### src/design/mips_frontend_settings.svh
// build-time sizes for the front end, included by any file that needs them.
`ifndef MIPS_FRONTEND_SETTINGS_SVH
`define MIPS_FRONTEND_SETTINGS_SVH

// fetch queue entries, power of two.
`define FQ_DEPTH 4

// address of the first fetch after reset.
`define RESET_PC 32'h0000_0000

`endif

### src/design/mips_frontend_pkg.sv
// shared opcode constants and struct types for the fetch, queue and decode front end.
`default_nettype none

package mips_frontend_pkg;

    // primary opcodes, bits 31:26.
    localparam logic [5:0] OP_SPECIAL = 6'd0;
    localparam logic [5:0] OP_REGIMM  = 6'd1;
    localparam logic [5:0] OP_J       = 6'd2;
    localparam logic [5:0] OP_JAL     = 6'd3;
    localparam logic [5:0] OP_ANDI    = 6'd12;
    localparam logic [5:0] OP_ORI     = 6'd13;
    localparam logic [5:0] OP_XORI    = 6'd14;

    // function code of jalr under OP_SPECIAL.
    localparam logic [5:0] FN_JALR    = 6'd9;

    // regimm rt codes that write the link register.
    localparam logic [4:0] RT_BLTZAL  = 5'd16;
    localparam logic [4:0] RT_BGEZAL  = 5'd17;

    // one fetched word with its address.
    typedef struct packed {
        logic [31:0] pc;
        logic [31:0] instr;
    } fetch_entry_t;

    // decoded instruction as seen by the back end.
    typedef struct packed {
        logic [31:0] pc;
        logic [5:0]  op;
        logic [4:0]  rs;
        logic [4:0]  rt;
        logic [4:0]  rd;
        logic [4:0]  shamt;
        logic [5:0]  funct;
        logic [25:0] target;
        logic [31:0] sign_imm;
        logic        is_r_type;
        logic        is_i_type;
        logic        is_j_type;
        logic        use_link_reg;
    } dec_instr_t;

endpackage

`default_nettype wire

### src/design/fetch_unit.sv
// sequential instruction fetch: program counter, memory request and queue push.
`timescale 1ns/1ps
`default_nettype none

`include "mips_frontend_settings.svh"

module fetch_unit (
    input  wire logic                           clk_i,
    input  wire logic                           rst_i,
    input  wire logic                           run_i,
    input  wire logic                           full_i,
    input  wire logic [31:0]                    imem_rdata_i,
    output logic                                imem_req_o,
    output logic [31:0]                         imem_addr_o,
    output logic                                push_o,
    output mips_frontend_pkg::fetch_entry_t     entry_o
);

    import mips_frontend_pkg::*;

    logic [31:0] pc_q;
    logic        active_q;
    logic        fetch_en;

    // goes high one edge after reset is released.
    always_ff @(posedge clk_i) begin
        if (rst_i) begin
            active_q <= 1'b0;
        end else begin
            active_q <= 1'b1;
        end
    end

    // no fetch while the queue cannot take the word.
    assign fetch_en = active_q & run_i & ~full_i;

    always_ff @(posedge clk_i) begin
        if (rst_i) begin
            pc_q <= `RESET_PC;
        end else if (fetch_en) begin
            pc_q <= pc_q + 32'd4;
        end
    end

    assign imem_req_o  = fetch_en;
    assign imem_addr_o = pc_q;
    assign push_o      = fetch_en;

    // memory answers in the same cycle.
    always_comb begin
        entry_o       = '0;
        entry_o.pc    = pc_q;
        entry_o.instr = imem_rdata_i;
    end

endmodule

`default_nettype wire

### src/design/fetch_queue.sv
// synchronous circular FIFO between fetch and decode, payload type set by parameter.
`timescale 1ns/1ps
`default_nettype none

`include "mips_frontend_settings.svh"

module fetch_queue #(
    parameter type T = mips_frontend_pkg::fetch_entry_t
) (
    input  wire logic clk_i,
    input  wire logic rst_i,
    input  wire logic push_i,
    input  wire logic pop_i,
    input  wire T     wdata_i,
    output T          rdata_o,
    output logic      full_o,
    output logic      empty_o
);

    localparam int DEPTH = `FQ_DEPTH;
    localparam int PTR_W = (DEPTH > 1) ? $clog2(DEPTH) : 1;
    localparam int CNT_W = PTR_W + 1;

    T mem_q [DEPTH];

    logic [PTR_W-1:0] wr_ptr_q;
    logic [PTR_W-1:0] rd_ptr_q;
    logic [CNT_W-1:0] count_q;
    logic             push_ok;
    logic             pop_ok;

    assign full_o  = (count_q == CNT_W'(DEPTH));
    assign empty_o = (count_q == '0);

    // ignore strobes the queue cannot honour.
    assign push_ok = push_i & ~full_o;
    assign pop_ok  = pop_i & ~empty_o;

    always_ff @(posedge clk_i) begin
        if (push_ok) begin
            mem_q[wr_ptr_q] <= wdata_i;
        end
    end

    always_ff @(posedge clk_i) begin
        if (rst_i) begin
            wr_ptr_q <= '0;
            rd_ptr_q <= '0;
            count_q  <= '0;
        end else begin
            if (push_ok) begin
                wr_ptr_q <= (wr_ptr_q == PTR_W'(DEPTH - 1)) ? '0 : wr_ptr_q + 1'b1;
            end
            if (pop_ok) begin
                rd_ptr_q <= (rd_ptr_q == PTR_W'(DEPTH - 1)) ? '0 : rd_ptr_q + 1'b1;
            end
            case ({push_ok, pop_ok})
                2'b10:   count_q <= count_q + 1'b1;
                2'b01:   count_q <= count_q - 1'b1;
                default: count_q <= count_q;
            endcase
        end
    end

    // head entry, only meaningful while not empty.
    assign rdata_o = mem_q[rd_ptr_q];

endmodule

`default_nettype wire

### src/design/decode.sv
// combinational MIPS field decoder: slices, class flags, immediate extension and link detect.
`timescale 1ns/1ps
`default_nettype none

module decode (
    input  wire logic [31:0]                instr_dec_i,
    input  wire logic                       sign_ext_i,
    input  wire logic [31:0]                pc_i,
    output mips_frontend_pkg::dec_instr_t   dec_o
);

    import mips_frontend_pkg::*;

    logic [5:0] op;
    logic [4:0] rt;
    logic [5:0] funct;
    logic       is_r;
    logic       is_j;
    logic       regimm_link;

    assign op    = instr_dec_i[31:26];
    assign rt    = instr_dec_i[20:16];
    assign funct = instr_dec_i[5:0];

    assign is_r = (op == OP_SPECIAL);
    assign is_j = (op == OP_J) || (op == OP_JAL);

    // bltzal and bgezal.
    assign regimm_link = (op == OP_REGIMM) && ((rt == RT_BLTZAL) || (rt == RT_BGEZAL));

    always_comb begin
        dec_o        = '0;
        dec_o.pc     = pc_i;
        dec_o.op     = op;
        dec_o.rs     = instr_dec_i[25:21];
        dec_o.rt     = rt;
        dec_o.rd     = instr_dec_i[15:11];
        dec_o.shamt  = instr_dec_i[10:6];
        dec_o.funct  = funct;
        dec_o.target = instr_dec_i[25:0];

        if (sign_ext_i) begin
            dec_o.sign_imm = {{16{instr_dec_i[15]}}, instr_dec_i[15:0]};
        end else begin
            dec_o.sign_imm = {16'h0000, instr_dec_i[15:0]};
        end

        dec_o.is_r_type = is_r;
        dec_o.is_j_type = is_j;
        // anything that is neither special nor a jump.
        dec_o.is_i_type = ~is_r & ~is_j;

        dec_o.use_link_reg = regimm_link
                           | (is_r & (funct == FN_JALR))
                           | (op == OP_JAL);
    end

endmodule

`default_nettype wire

### src/design/decode_stage.sv
// decode pipeline stage: pops the fetch queue, decodes the head and registers the result.
`timescale 1ns/1ps
`default_nettype none

module decode_stage (
    input  wire logic                           clk_i,
    input  wire logic                           rst_i,
    input  wire logic                           hold_i,
    input  wire logic                           empty_i,
    input  wire mips_frontend_pkg::fetch_entry_t entry_i,
    output logic                                pop_o,
    output mips_frontend_pkg::dec_instr_t       dec_o,
    output logic                                dec_valid_o
);

    import mips_frontend_pkg::*;

    logic [5:0]  head_op;
    logic        sign_ext;
    dec_instr_t  dec_comb;
    dec_instr_t  dec_q;
    logic        valid_q;

    assign pop_o = ~empty_i & ~hold_i;

    // logical immediates are zero extended.
    assign head_op  = entry_i.instr[31:26];
    assign sign_ext = ~((head_op == OP_ANDI) || (head_op == OP_ORI) || (head_op == OP_XORI));

    decode u_decode (
        .instr_dec_i (entry_i.instr),
        .sign_ext_i  (sign_ext),
        .pc_i        (entry_i.pc),
        .dec_o       (dec_comb)
    );

    always_ff @(posedge clk_i) begin
        if (pop_o) begin
            dec_q <= dec_comb;
        end
    end

    // one pulse per popped entry.
    always_ff @(posedge clk_i) begin
        if (rst_i) begin
            valid_q <= 1'b0;
        end else begin
            valid_q <= pop_o;
        end
    end

    assign dec_o       = dec_q;
    assign dec_valid_o = valid_q;

endmodule

`default_nettype wire

### src/design/mips_frontend.sv
// front end top level: fetch unit, fetch queue and decode stage wired in sequence.
`timescale 1ns/1ps
`default_nettype none

module mips_frontend (
    input  wire logic                       clk_i,
    input  wire logic                       rst_i,
    input  wire logic                       run_i,
    input  wire logic                       hold_i,
    input  wire logic [31:0]                imem_rdata_i,
    output logic                            imem_req_o,
    output logic [31:0]                     imem_addr_o,
    output mips_frontend_pkg::dec_instr_t   dec_o,
    output logic                            dec_valid_o
);

    import mips_frontend_pkg::*;

    logic         push;
    logic         pop;
    logic         full;
    logic         empty;
    fetch_entry_t fetch_entry;
    fetch_entry_t head_entry;

    fetch_unit u_fetch_unit (
        .clk_i        (clk_i),
        .rst_i        (rst_i),
        .run_i        (run_i),
        .full_i       (full),
        .imem_rdata_i (imem_rdata_i),
        .imem_req_o   (imem_req_o),
        .imem_addr_o  (imem_addr_o),
        .push_o       (push),
        .entry_o      (fetch_entry)
    );

    fetch_queue #(
        .T (fetch_entry_t)
    ) u_fetch_queue (
        .clk_i   (clk_i),
        .rst_i   (rst_i),
        .push_i  (push),
        .pop_i   (pop),
        .wdata_i (fetch_entry),
        .rdata_o (head_entry),
        .full_o  (full),
        .empty_o (empty)
    );

    decode_stage u_decode_stage (
        .clk_i       (clk_i),
        .rst_i       (rst_i),
        .hold_i      (hold_i),
        .empty_i     (empty),
        .entry_i     (head_entry),
        .pop_o       (pop),
        .dec_o       (dec_o),
        .dec_valid_o (dec_valid_o)
    );

endmodule

`default_nettype wire

### config.mk
export PLATFORM = sky130hd
export DESIGN_NAME = mips_frontend
export DESIGN_NICKNAME = d
export VERILOG_FILES = /design/src/design/mips_frontend_pkg.sv /design/src/design/fetch_unit.sv /design/src/design/fetch_queue.sv /design/src/design/decode.sv /design/src/design/decode_stage.sv /design/src/design/mips_frontend.sv
export VERILOG_INCLUDE_DIRS = /design/src /design/src/design
export SDC_FILE = /design/constraint.sdc
export NUM_CORES = 1
export LEC_CHECK = 0
export BUFFER_PORTS_ARGS = -buffer_cell sky130_fd_sc_hd__clkbuf_2
export CELL_PAD_IN_SITES_DETAIL_PLACEMENT = 1
export CELL_PAD_IN_SITES_GLOBAL_PLACEMENT = 2
export CORE_AREA = 2 2 237 239
export CTS_BUF_LIST = sky130_fd_sc_hd__clkbuf_16
export CTS_CLUSTER_DIAMETER = 150
export CTS_CLUSTER_SIZE = 12
export DETAILED_ROUTE_END_ITERATION = 6
export DIE_AREA = 0 0 239 241
export PLACE_DENSITY = 0.52
export SYNTH_ARGS = -nofsm -noshare
export SYNTH_HDL_FRONTEND = slang
export SYNTH_SLANG_ARGS = --single-unit
### constraint.sdc
create_clock -name clk_i -period 5.5 [get_ports clk_i]
set_input_delay 1.65 -clock clk_i [delete_from_list [all_inputs] [get_ports clk_i]]
set_output_delay 1.65 -clock clk_i [all_outputs]
set_load 0.005 [all_outputs]
==> flow_metrics.env, run 1 <==
export IMPL_status="finished clean"
export IMPL_die_h_um=241
export IMPL_ys_warn_count=0
export IMPL_cts_resized=0
export IMPL_synthesis_area_um2=13600
export IMPL_cts_tree="done"
export IMPL_port_buffers=191
export IMPL_wl_um=31500
export IMPL_grt_use_met1_pct=13.6
export IMPL_r2r_worst_path_cells=9
export IMPL_clock_latency_ns=0.55
export IMPL_first_iter_violations=375
export IMPL_critPathMaxStageDelay_ns=0.42
export IMPL_critPathKind="in2out"
export IMPL_htree_num_levels=2
export IMPL_cts_path_max_buffers=3
export IMPL_synth_edf_count=315
export IMPL_multiInputGateArea_um2=2670
export IMPL_antenna_cells=0
export IMPL_core_area_um2=54900
export IMPL_worstPathArrival_ns=2.37
export IMPL_end_kind="primary output"
export IMPL_final_common_cell="edfxtp_1"
export IMPL_worstPathRequired_ns=3.85
export IMPL_seq_area_frac_synth_pct=75.6
export IMPL_hold_violations=0
export IMPL_drv_cap=0
export IMPL_start_util_pct=24.8
export IMPL_vias=6660
export IMPL_cts_inserted_buffers=35
export IMPL_postCtsSetupBuffers=0
export IMPL_min_delay_start="u_fetch_queue.rd_ptr_q[1]"
export IMPL_grtUsageMet3_pct=2.99
export IMPL_fin_util_pct=29.0
export IMPL_fin_crit_sh_pct=73.1
export IMPL_path_cells="clkbuf_2, and3_1, clkbuf_2"
export IMPL_hp_class="reg2reg"
export IMPL_firstDrtPassIters=4
export IMPL_syn2layout_area_growth_pct=17.1
export IMPL_synth_ff_type="edfxtp_1"
export IMPL_dieArea_um2=57600
export IMPL_synth_seq_cells=356
export IMPL_relSlewSlack_pct=29.0
export IMPL_startpoint_type="input pin"
export IMPL_die_w_um=239
export IMPL_layout_drive_gt1_share_pct=37.1
export IMPL_route_detailed_wl_per_inst_um=20.0
export IMPL_vdd_ir_drop_max_uv=163
export IMPL_antenna_found_initial=0
export IMPL_finalSetupViolCount=0
export IMPL_ant_nets=0
export IMPL_final_nets=898
export IMPL_fillers=5655
export IMPL_rr_startpoint="u_fetch_queue.count_q[0]"
export IMPL_async_flop_share_pct=0
export IMPL_power_density_nw_per_um2=411
export IMPL_clockPowerShare_pct=33.7
export IMPL_synthDistinctLibCells=47
export IMPL_p_int_w=0.00491
export IMPL_met2_usage_pct=18.6
export IMPL_rows=86
export IMPL_fin_skew_ns=0.0275
export IMPL_cpMaxStageDelayCell="and3_1"
export IMPL_swShare_pct=25.0
export IMPL_final_seq_area_um2=10300
export IMPL_grt_busiest_layer="met2"
export IMPL_cts_hold_buf=0
export IMPL_worstMarginPinSlew_ns=1.06
export IMPL_finalCriticalPeriod_ns=4.02
export IMPL_switchingPower_w=0.00163
export IMPL_gr_total_overflow=0
export IMPL_crit_fanout=10
export IMPL_post_dp_hpwl_um=19600
export IMPL_fin_tns_setup_ns=0
export IMPL_startpoint="run_i"
export IMPL_avgSynthCellArea_um2=19.4
export IMPL_route_detailed_drc=0
export IMPL_grt_first_pass_wirelength_um=46700
export IMPL_synthCells=700
export IMPL_grt_pass1_vias=7218
export IMPL_path_clk_slew_ns=0.06
export IMPL_cp_common_cell="clkbuf_2"
export IMPL_rsz0062_at_grt="no"
export IMPL_grt_max_degree=48
export IMPL_final_cell_mix="edfxtp_1 (315), clkbuf_2 (191), mux4_2 (55)"
export IMPL_cts_sink_count=356
export IMPL_drt_vias_per_instance=4.24
export IMPL_leakage_nw=5.36
export IMPL_power_frac_seq_pct=52.2
export IMPL_min_path_cells=2
export IMPL_pin_count=196
export IMPL_combinationalPowerShare_pct=14.2
export IMPL_max_freq_mhz=249
export IMPL_cts_root_buffer="clkbuf_16"
export IMPL_finalMaxSlewViolations=0
export IMPL_gp_congestion=0.658
export IMPL_grtUsageTotal_pct=11.0
[kinds of logic (layout without fill, tap and decap cells)]
logic type                 Yosys count  count (layout)  synth area share [%]
muxes                               73              73                  11.3
AOI/OAI and AO/OA                   33              33                  1.50
DFF                                356             356                  75.6
other                                1               4                0.0276
xor gates and xnor gates            11              11                 0.709
adders and majority gates            8               8                 0.791
and+or+nand+nor                    118             118                  5.03
buffers and inverters              100             265                  5.00
[critical path, delay by kind of cell]
| family | cells | cell delay [ns] |
|---|---|---|
| buffers and inverters | 2 | 0.30 |
| AND/OR/NAND/NOR | 1 | 0.42 |
[worst paths after layout]
| path | end | slack [ns] |
|---|---|---|
| worst max-delay path | imem_req_o | 1.48 |
| worst min-delay path | flop | 0.47 |
| worst max register to register | u_fetch_queue.count_q[2] | 2.76 |
| worst min register to register | flop | 0.47 |
[power groups by stage]
| stage | registers (W) | logic (W) | clock network (W) |
|---|---|---|---|
| detailed placement | 0.00348 | 0.000962 | 0 |
| floorplan | 0.00341 | 0.000726 | 0 |
| finish | 0.00341 | 0.000925 | 0.00220 |
| CTS | 0.00343 | 0.000964 | 0.00230 |
| global route | 0.00344 | 0.00103 | 0.00239 |
| global placement | 0.00348 | 0.000963 | 0 |
[synthesized netlist by cell type, drive strengths merged, types with 3 or more instances]
cell type	n	area (um^2)
ha	7	87.6
and3	7	43.8
edfxtp	315	9460
nand3	10	50.1
nor4	7	50.1
and4	4	35.0
or3	3	18.8
xor2	9	78.8
mux2i	3	30.0
mux2	8	90.1
or4	8	60.1
mux4	62	1420
and2	5	31.3
o21ai	5	25.0
o31ai	8	60.1
clkbuf	5	18.8
nand2	10	40.0
nor3	6	40.0
dfxtp	41	821
nand4	12	75.1
a21oi	15	75.1
buf	84	619
inv	11	41.3
nor2b	7	43.8
nor2	31	121
[metrics by stage]
stage | total power, W | std cells | hold WS [ns] | cell area [um^2] | worst slack (ns)
6_report | 0.00654 | 1572 | 0.474 | 15900 | 1.48
5_1_grt | 0.00687 | 1572 | 0.529 | 15900 | 1.38
4_1_cts | 0.00669 | 1572 | 0.468 | 15900 | 1.46
3_5_place_dp | 0.00444 | 1521 | 0.480 | 14900 | 1.47
3_3_place_gp | 0.00444 | 1521 | 0.487 | 14900 | 1.47
2_1_floorplan | 0.00413 | 703 | 0.466 | 13600 | 0.566
[area by class of cell]
class | count | area share [%]
Sequential cell | 356 | 64.6
Multi-Input combinational cell | 247 | 16.8
Timing Repair Buffer | 203 | 6.57
Clock buffer | 36 | 5.66
Tap cell | 704 | 5.53
Clock inverter | 15 | 0.629
Inverter | 11 | 0.259
[per-layer routing]
metal | wire (um) | up-vias | part of all wire, %
li1 | - | 3019 | -
met1 | 13500 | 3452 | 43
met2 | 15500 | 147 | 49
met3 | 1710 | 42 | 5.4
met4 | 748 | 0 | 2.4
met5 | 0 | - | 0
[state kept, by name (all words and copies together) (netlist names), named ones only]
register	flops
u_fetch_queue.mem_q	248
u_decode_stage.dec_o	67
u_fetch_unit.imem_addr_o	30
u_fetch_queue.count_q	3
u_fetch_queue.rd_ptr_q	2
u_fetch_queue.wr_ptr_q	2
u_decode_stage.dec_valid_o	1
u_fetch_unit.active_q	1
Power figures use the tool's default switching activity.
==> run 2: changes to the inputs <==
==> constraint.sdc (replaced) <==
create_clock -name clk_i -period 4.1 [get_ports clk_i]
set_input_delay 1.23 -clock clk_i [delete_from_list [all_inputs] [get_ports clk_i]]
set_output_delay 1.23 -clock clk_i [all_outputs]
set_load 0.005 [all_outputs]
==> flow_metrics.env, run 2 (synthesis gave the netlist of run 1 again) <==
export IMPL_status="finished clean"
export IMPL_critPathKind="reg2out"
export IMPL_max_freq_mhz=304
export IMPL_max_flop_register="u_fetch_queue.mem_q"
export IMPL_antenna_cells=0
export IMPL_fillers=5672
export IMPL_die_w_um=239
export IMPL_worstPathRequired_ns=2.87
export IMPL_route_detailed_drc=0
export IMPL_cts_path_max_buffers=3
export IMPL_min_delay_start="u_fetch_queue.rd_ptr_q[1]"
export IMPL_path_clk_slew_ns=0.07
export IMPL_core_area_um2=54900
export IMPL_wl_um=32000
export IMPL_layout_drive_gt1_share_pct=36.8
export IMPL_critPathMaxStageDelay_ns=0.54
export IMPL_fin_tns_setup_ns=0
export IMPL_antenna_found_initial=0
export IMPL_firstDrtPassIters=4
export IMPL_hp_class="reg2reg"
export IMPL_largest_register_ffs=248
export IMPL_reg2reg_slack_ns=1.33
export IMPL_worst_slack_ns=0.807
export IMPL_worstMarginPinSlew_ns=0.778
export IMPL_postCtsSetupBuffers=0
export IMPL_route_detailed_wl_per_inst_um=20.3
export IMPL_cts_sink_count=356
export IMPL_finalCriticalPeriod_ns=3.29
export IMPL_vdd_ir_drop_max_uv=260
export IMPL_first_iter_violations=323
export IMPL_finalMaxSlewViolations=0
export IMPL_gr_total_overflow=0
export IMPL_worst_r2r_endpoint="u_fetch_queue.count_q[2]"
export IMPL_cts_inserted_buffers=35
export IMPL_grtUsageTotal_pct=11.0
export IMPL_syn2layout_area_growth_pct=17.4
export IMPL_pin_count=196
export IMPL_power_density_nw_per_um2=550
export IMPL_vias=6702
export IMPL_leakage_nw=5.39
export IMPL_cts_resized=0
export IMPL_start_util_pct=24.8
export IMPL_clock_latency_ns=0.52
export IMPL_crit_fanout=11
export IMPL_die_h_um=241
export IMPL_gp_congestion=0.638
export IMPL_worstPathArrival_ns=2.06
export IMPL_path_delay_family="simple AND/OR/NAND/NOR gates"
export IMPL_fin_skew_ns=0.0175
export IMPL_fin_crit_sh_pct=80.3
export IMPL_cts_tree="done"
export IMPL_ant_nets=0
export IMPL_port_buffers=191
export IMPL_relSlewSlack_pct=48.1
export IMPL_final_common_cell="edfxtp_1"
export IMPL_startpoint_type="flop"
export IMPL_cts_root_buffer="clkbuf_16"
export IMPL_rsz0062_at_grt="no"
export IMPL_hold_violations=0
export IMPL_drt_vias_per_instance=4.24
export IMPL_dieArea_um2=57600
export IMPL_finalSetupViolCount=0
export IMPL_grt_pass1_vias=7176
export IMPL_post_dp_hpwl_um=20000
export IMPL_hold_path_end="u_fetch_queue.rd_ptr_q[1]"
export IMPL_drv_cap=0
export IMPL_htree_num_levels=2
export IMPL_end_kind="primary output"
export IMPL_fin_total_pwr_w=0.00878
export IMPL_r2r_worst_path_cells=9
export IMPL_rows=86
export IMPL_min_path_cells=2
export IMPL_cpMaxStageDelayCell="or3b_1"
export IMPL_rr_startpoint="u_fetch_queue.count_q[2]"
export IMPL_path_cells="or3b_1, and3_1, clkbuf_2"
export IMPL_final_cell_mix="edfxtp_1 (315), clkbuf_2 (191), mux4_2 (55)"
export IMPL_final_nets=898
export IMPL_pre_cts_slack_ns=0.856
export IMPL_path_buf_inv=1
export IMPL_cts_hold_buf=0
export IMPL_grt_max_degree=44
export IMPL_grt_first_pass_wirelength_um=47400
## run 2: changes by cell type in the layout (fill, tap and decap cells not counted), sizes merged
cell    previous run  this run
inv               24        33
clkinv             1         0
clkbuf           227       226
## run 2: how the worst max path moves through the flow
stage	from	to	slack, ns	cells past startpoint
global route	u_fetch_queue.count_q[0]	imem_req_o	0.67	3
detailed placement	run_i	imem_req_o	0.86	3
finish	u_fetch_queue.count_q[2]	imem_req_o	0.81	3
global placement	run_i	imem_req_o	0.86	3
floorplan	run_i	u_fetch_queue.mem_q[0][0]	0.62	3
CTS	u_fetch_queue.count_q[2]	imem_req_o	0.78	3
## run 2: area by class of cell
| class | count | area, um^2 | area share (%) |
|---|---|---|---|
| flip-flops and latches | 356 | 10300 | 64.4 |
| multi-input cells | 247 | 2670 | 16.7 |
| repair buffers | 203 | 1080 | 6.79 |
| well taps | 704 | 881 | 5.52 |
| clock buffers | 35 | 876 | 5.49 |
| clock inverters | 23 | 128 | 0.799 |
| inverters | 11 | 41.3 | 0.259 |
## run 2: power breakdown
group          switching (W)  total, W  internal, W
Sequential          0.000198   0.00455      0.00435
Clock                0.00134   0.00295      0.00161
Combinational       0.000685   0.00129     0.000604
Total                0.00222   0.00878      0.00656
## run 2: routing by layer
metal  up-vias  GRT usage [%]  wire length, um
met1      3496           13.8            13700
met4         0           3.39              709
met2       141           19.3            16200
li1       3023              -                -
met5         -              0                0
met3        42           2.10             1340
## run 2: worst reg2reg max path, stage by stage (launching register included)
cell	delay, ns
dfxtp_1	0.38
or3b_1	0.54
and3_1	0.43
inv_1	0.12
ha_1	0.18
inv_1	0.06
fa_1	0.37
xor2_1	0.16
or3_1	0.31
a21oi_1	0.15
## run 2: stage by stage
step / cells / instance area [um^2] / utilization [%] / hold slack, ns
2_1_floorplan: 703 / 13600 / - / 0.466
3_3_place_gp: 1521 / 15000 / 27.3 / 0.509
3_5_place_dp: 1521 / 15000 / 27.3 / 0.516
4_1_cts: 1579 / 16000 / 29.1 / 0.542
5_1_grt: 1579 / 16000 / 29.1 / 0.585
6_report: 1579 / 16000 / 29.1 / 0.546
==> run 3: changes to the inputs <==
--- a/config.mk
+++ b/config.mk
@@ -6,16 +6,17 @@
 export SDC_FILE = /design/constraint.sdc
 export NUM_CORES = 1
 export LEC_CHECK = 0
+export ABC_AREA = 1
 export BUFFER_PORTS_ARGS = -buffer_cell sky130_fd_sc_hd__clkbuf_2
 export CELL_PAD_IN_SITES_DETAIL_PLACEMENT = 1
 export CELL_PAD_IN_SITES_GLOBAL_PLACEMENT = 2
-export CORE_AREA = 2 2 237 239
+export CORE_AREA = 2 2 242 244
 export CTS_BUF_LIST = sky130_fd_sc_hd__clkbuf_16
 export CTS_CLUSTER_DIAMETER = 150
 export CTS_CLUSTER_SIZE = 12
 export DETAILED_ROUTE_END_ITERATION = 6
-export DIE_AREA = 0 0 239 241
-export PLACE_DENSITY = 0.52
+export DIE_AREA = 0 0 244 246
+export PLACE_DENSITY = 0.58
 export SYNTH_ARGS = -nofsm -noshare
 export SYNTH_HDL_FRONTEND = slang
 export SYNTH_SLANG_ARGS = --single-unit
==> constraint.sdc (replaced) <==
create_clock -name clk_i -period 2.9 [get_ports clk_i]
set_input_delay 0.87 -clock clk_i [delete_from_list [all_inputs] [get_ports clk_i]]
set_output_delay 0.87 -clock clk_i [all_outputs]
set_load 0.005 [all_outputs]
==> flow_metrics.env, run 3 <==
export IMPL_cts_hold_buf=0
export IMPL_syn2layout_area_growth_pct=17.9
export IMPL_cp_common_cell="clkbuf_2"
export IMPL_largest_register_ffs=248
export IMPL_crit_fanout=6
export IMPL_cts_root_buffer="clkbuf_16"
export IMPL_grtUsageTotal_pct=12.2
export IMPL_avgSynthCellArea_um2=12.6
export IMPL_die_w_um=244
export IMPL_reg2reg_slack_ns=0.73
export IMPL_wl_um=36900
export IMPL_combinationalPowerShare_pct=22.7
export IMPL_clock_latency_ns=0.53
export IMPL_end_kind="primary output"
export IMPL_grt_pass1_vias=8976
export IMPL_max_freq_mhz=429
export IMPL_dieArea_um2=60000
export IMPL_leakage_nw=6.08
export IMPL_hold_violations=0
export IMPL_first_iter_violations=426
export IMPL_max_flop_register="u_fetch_queue.mem_q"
export IMPL_min_path_cells=1
export IMPL_fin_tns_setup_ns=0
export IMPL_path_cells="clkbuf_2, nand2_1, a21oi_4, clkbuf_2"
export IMPL_switchingPower_w=0.00430
export IMPL_die_h_um=246
export IMPL_rr_startpoint="u_fetch_queue.count_q[2]"
export IMPL_swShare_pct=30.6
export IMPL_vdd_ir_drop_max_uv=352
export IMPL_synth_ff_type="edfxtp_1"
export IMPL_final_cell_mix="edfxtp_1 (315), clkbuf_2 (191), nor2_1 (140)"
export IMPL_synthDistinctLibCells=42
export IMPL_seq_area_frac_synth_pct=72.5
export IMPL_finalSetupViolCount=0
export IMPL_power_density_nw_per_um2=841
export IMPL_drt_vias_per_instance=4.21
export IMPL_yosys_top_cells_count="edfxtp_1 (315), nor2_1 (144), nand2_1 (137)"
export IMPL_yosysTopAreaCell="edfxtp_1"
export IMPL_post_dp_hpwl_um=23500
export IMPL_core_area_um2=57400
export IMPL_drv_cap=0
export IMPL_gp_congestion=0.710
export IMPL_cts_tree="done"
export IMPL_yosys_top_cells_area="edfxtp_1 (67%), dfxtp_1 (5.8%), nor2_1 (3.8%)"
export IMPL_route_detailed_drc=0
export IMPL_ant_nets=0
export IMPL_placed_cell_area_um2=15700
export IMPL_clockPowerShare_pct=29.8
export IMPL_vias=8622
export IMPL_final_nets=1317
export IMPL_firstDrtPassIters=4
export IMPL_layout_drive_gt1_share_pct=23.2
export IMPL_r2r_worst_path_cells=9
export IMPL_async_flop_share_pct=0
export IMPL_synthCells=1124
export IMPL_synth_seq_cells=356
export IMPL_critPathKind="in2out"
export IMPL_gr_total_overflow=0
export IMPL_min_delay_start="u_fetch_queue.count_q[0]"
export IMPL_antenna_found_initial=0
export IMPL_finalMaxSlewViolations=0
export IMPL_pre_cts_slack_ns=0.349
export IMPL_p_int_w=0.00976
export IMPL_cts_sink_count=356
export IMPL_relSlewSlack_pct=55.6
export IMPL_worstMarginPinSlew_ns=0.665
export IMPL_worst_r2r_endpoint="u_fetch_queue.count_q[2]"
export IMPL_rows=88
export IMPL_rsz0062_at_grt="no"
export IMPL_startpoint_type="input pin"
export IMPL_synth_edf_count=315
export IMPL_grt_max_degree=63
export IMPL_synth_most_common_cell="edfxtp_1"
export IMPL_worstPathArrival_ns=1.46
export IMPL_hold_path_end="u_fetch_queue.count_q[0]"
export IMPL_postCtsSetupBuffers=0
export IMPL_pin_count=196
export IMPL_route_detailed_wl_per_inst_um=18.0
export IMPL_cts_inserted_buffers=35
export IMPL_hp_class="reg2reg"
export IMPL_status="finished clean"
export IMPL_final_common_cell="edfxtp_1"
export IMPL_finalInstanceArea_um2=16700
export IMPL_path_clk_slew_ns=0.06
export IMPL_fin_skew_ns=0.0170
export IMPL_cts_path_max_buffers=3
export IMPL_synthesis_area_um2=14200
export IMPL_finalCriticalPeriod_ns=2.33
export IMPL_worst_slack_ns=0.570
export IMPL_fin_crit_sh_pct=80.4
export IMPL_cts_resized=0
export IMPL_power_frac_seq_pct=47.5
export IMPL_cpMaxStageDelayCell="a21oi_4"
export IMPL_ys_warn_count=0
export IMPL_yosysTopAreaCellShare_pct=66.7
export IMPL_htree_num_levels=2
export IMPL_worstPathRequired_ns=2.03
export IMPL_antenna_cells=0
export IMPL_grt_first_pass_wirelength_um=55600
export IMPL_port_buffers=191
export IMPL_start_util_pct=24.7
export IMPL_critPathMaxStageDelay_ns=0.25
## run 3: cell types whose count changed after synthesis, moves of 13 or more
| cell | previous run | this run |
|---|---|---|
| clkbuf_1 | 5 | 22 |
| nor2_1 | 29 | 144 |
| mux4_2 | 55 | 0 |
| inv_1 | 11 | 79 |
| nand2_2 | 1 | 14 |
| nand3_1 | 10 | 48 |
| nand2_1 | 9 | 137 |
| o21ai_0 | 5 | 103 |
| o22ai_1 | 0 | 46 |
## run 3: how the worst max path moves through the flow
stage	start	slack, ns	cells past startpoint	end
2_1_floorplan	run_i	-0.49	5	u_fetch_queue.mem_q[0][0]
3_3_place_gp	hold_i	0.28	9	u_fetch_queue.count_q[2]
3_5_place_dp	hold_i	0.35	9	u_fetch_queue.count_q[2]
4_1_cts	u_fetch_queue.count_q[0]	0.53	3	imem_req_o
5_1_grt	u_fetch_queue.count_q[0]	0.50	3	imem_req_o
6_report	run_i	0.57	4	imem_req_o
## run 3: cell families after synthesis
family / Yosys count / share of synthesized area [%]
simple gates: 381 / 12.0
flops: 356 / 72.5
compound gates: 191 / 7.44
buf+inv: 187 / 7.25
fa+ha+maj: 8 / 0.759
other cells: 1 / 0.0265
## run 3: metal layers
metal	up-vias	GRT usage, %	share of wire (%)
met5	-	0	0
met3	43	2.07	4.2
met4	0	3.21	1.9
met2	158	21.2	49
met1	4262	15.8	45
li1	4159	-	-
## run 3: final cells by class
type                            instances  area (um^2)
Clock buffer                           36          901
Timing Repair Buffer                  214         1240
Fill cell                            6256        40700
Inverter                               82          310
Tap cell                              765          957
Clock inverter                         13         92.6
Sequential cell                       356        10300
Multi-Input combinational cell        584         2920
## run 3: critical path: cells and delay by family
family                 cells  cell delay (ns)
buffers and inverters      2             0.25
AOI/OAI and AO/OA          1             0.25
and+or+nand+nor            1             0.09
## run 3: metrics by stage
stage / power [W] / std cells / hold slack, ns / utilization, %
3_3_place_gp: 0.0101 / 2001 / 0.493 / 27.4
6_report: 0.0141 / 2050 / 0.519 / 29.1
2_1_floorplan: 0.00890 / 1127 / 0.475 / -
4_1_cts: 0.0144 / 2050 / 0.524 / 29.1
5_1_grt: 0.0149 / 2050 / 0.545 / 29.1
3_5_place_dp: 0.0101 / 2001 / 0.514 / 27.4
## run 3: power groups by stage
stage | clock, W | sequential [W] | combinational [W]
after detailed placement | 0 | 0.00680 | 0.00333
after CTS | 0.00435 | 0.00670 | 0.00334
after global routing | 0.00451 | 0.00674 | 0.00363
final | 0.00419 | 0.00667 | 0.00320
after floorplan | 0 | 0.00672 | 0.00218
after global placement | 0 | 0.00679 | 0.00329
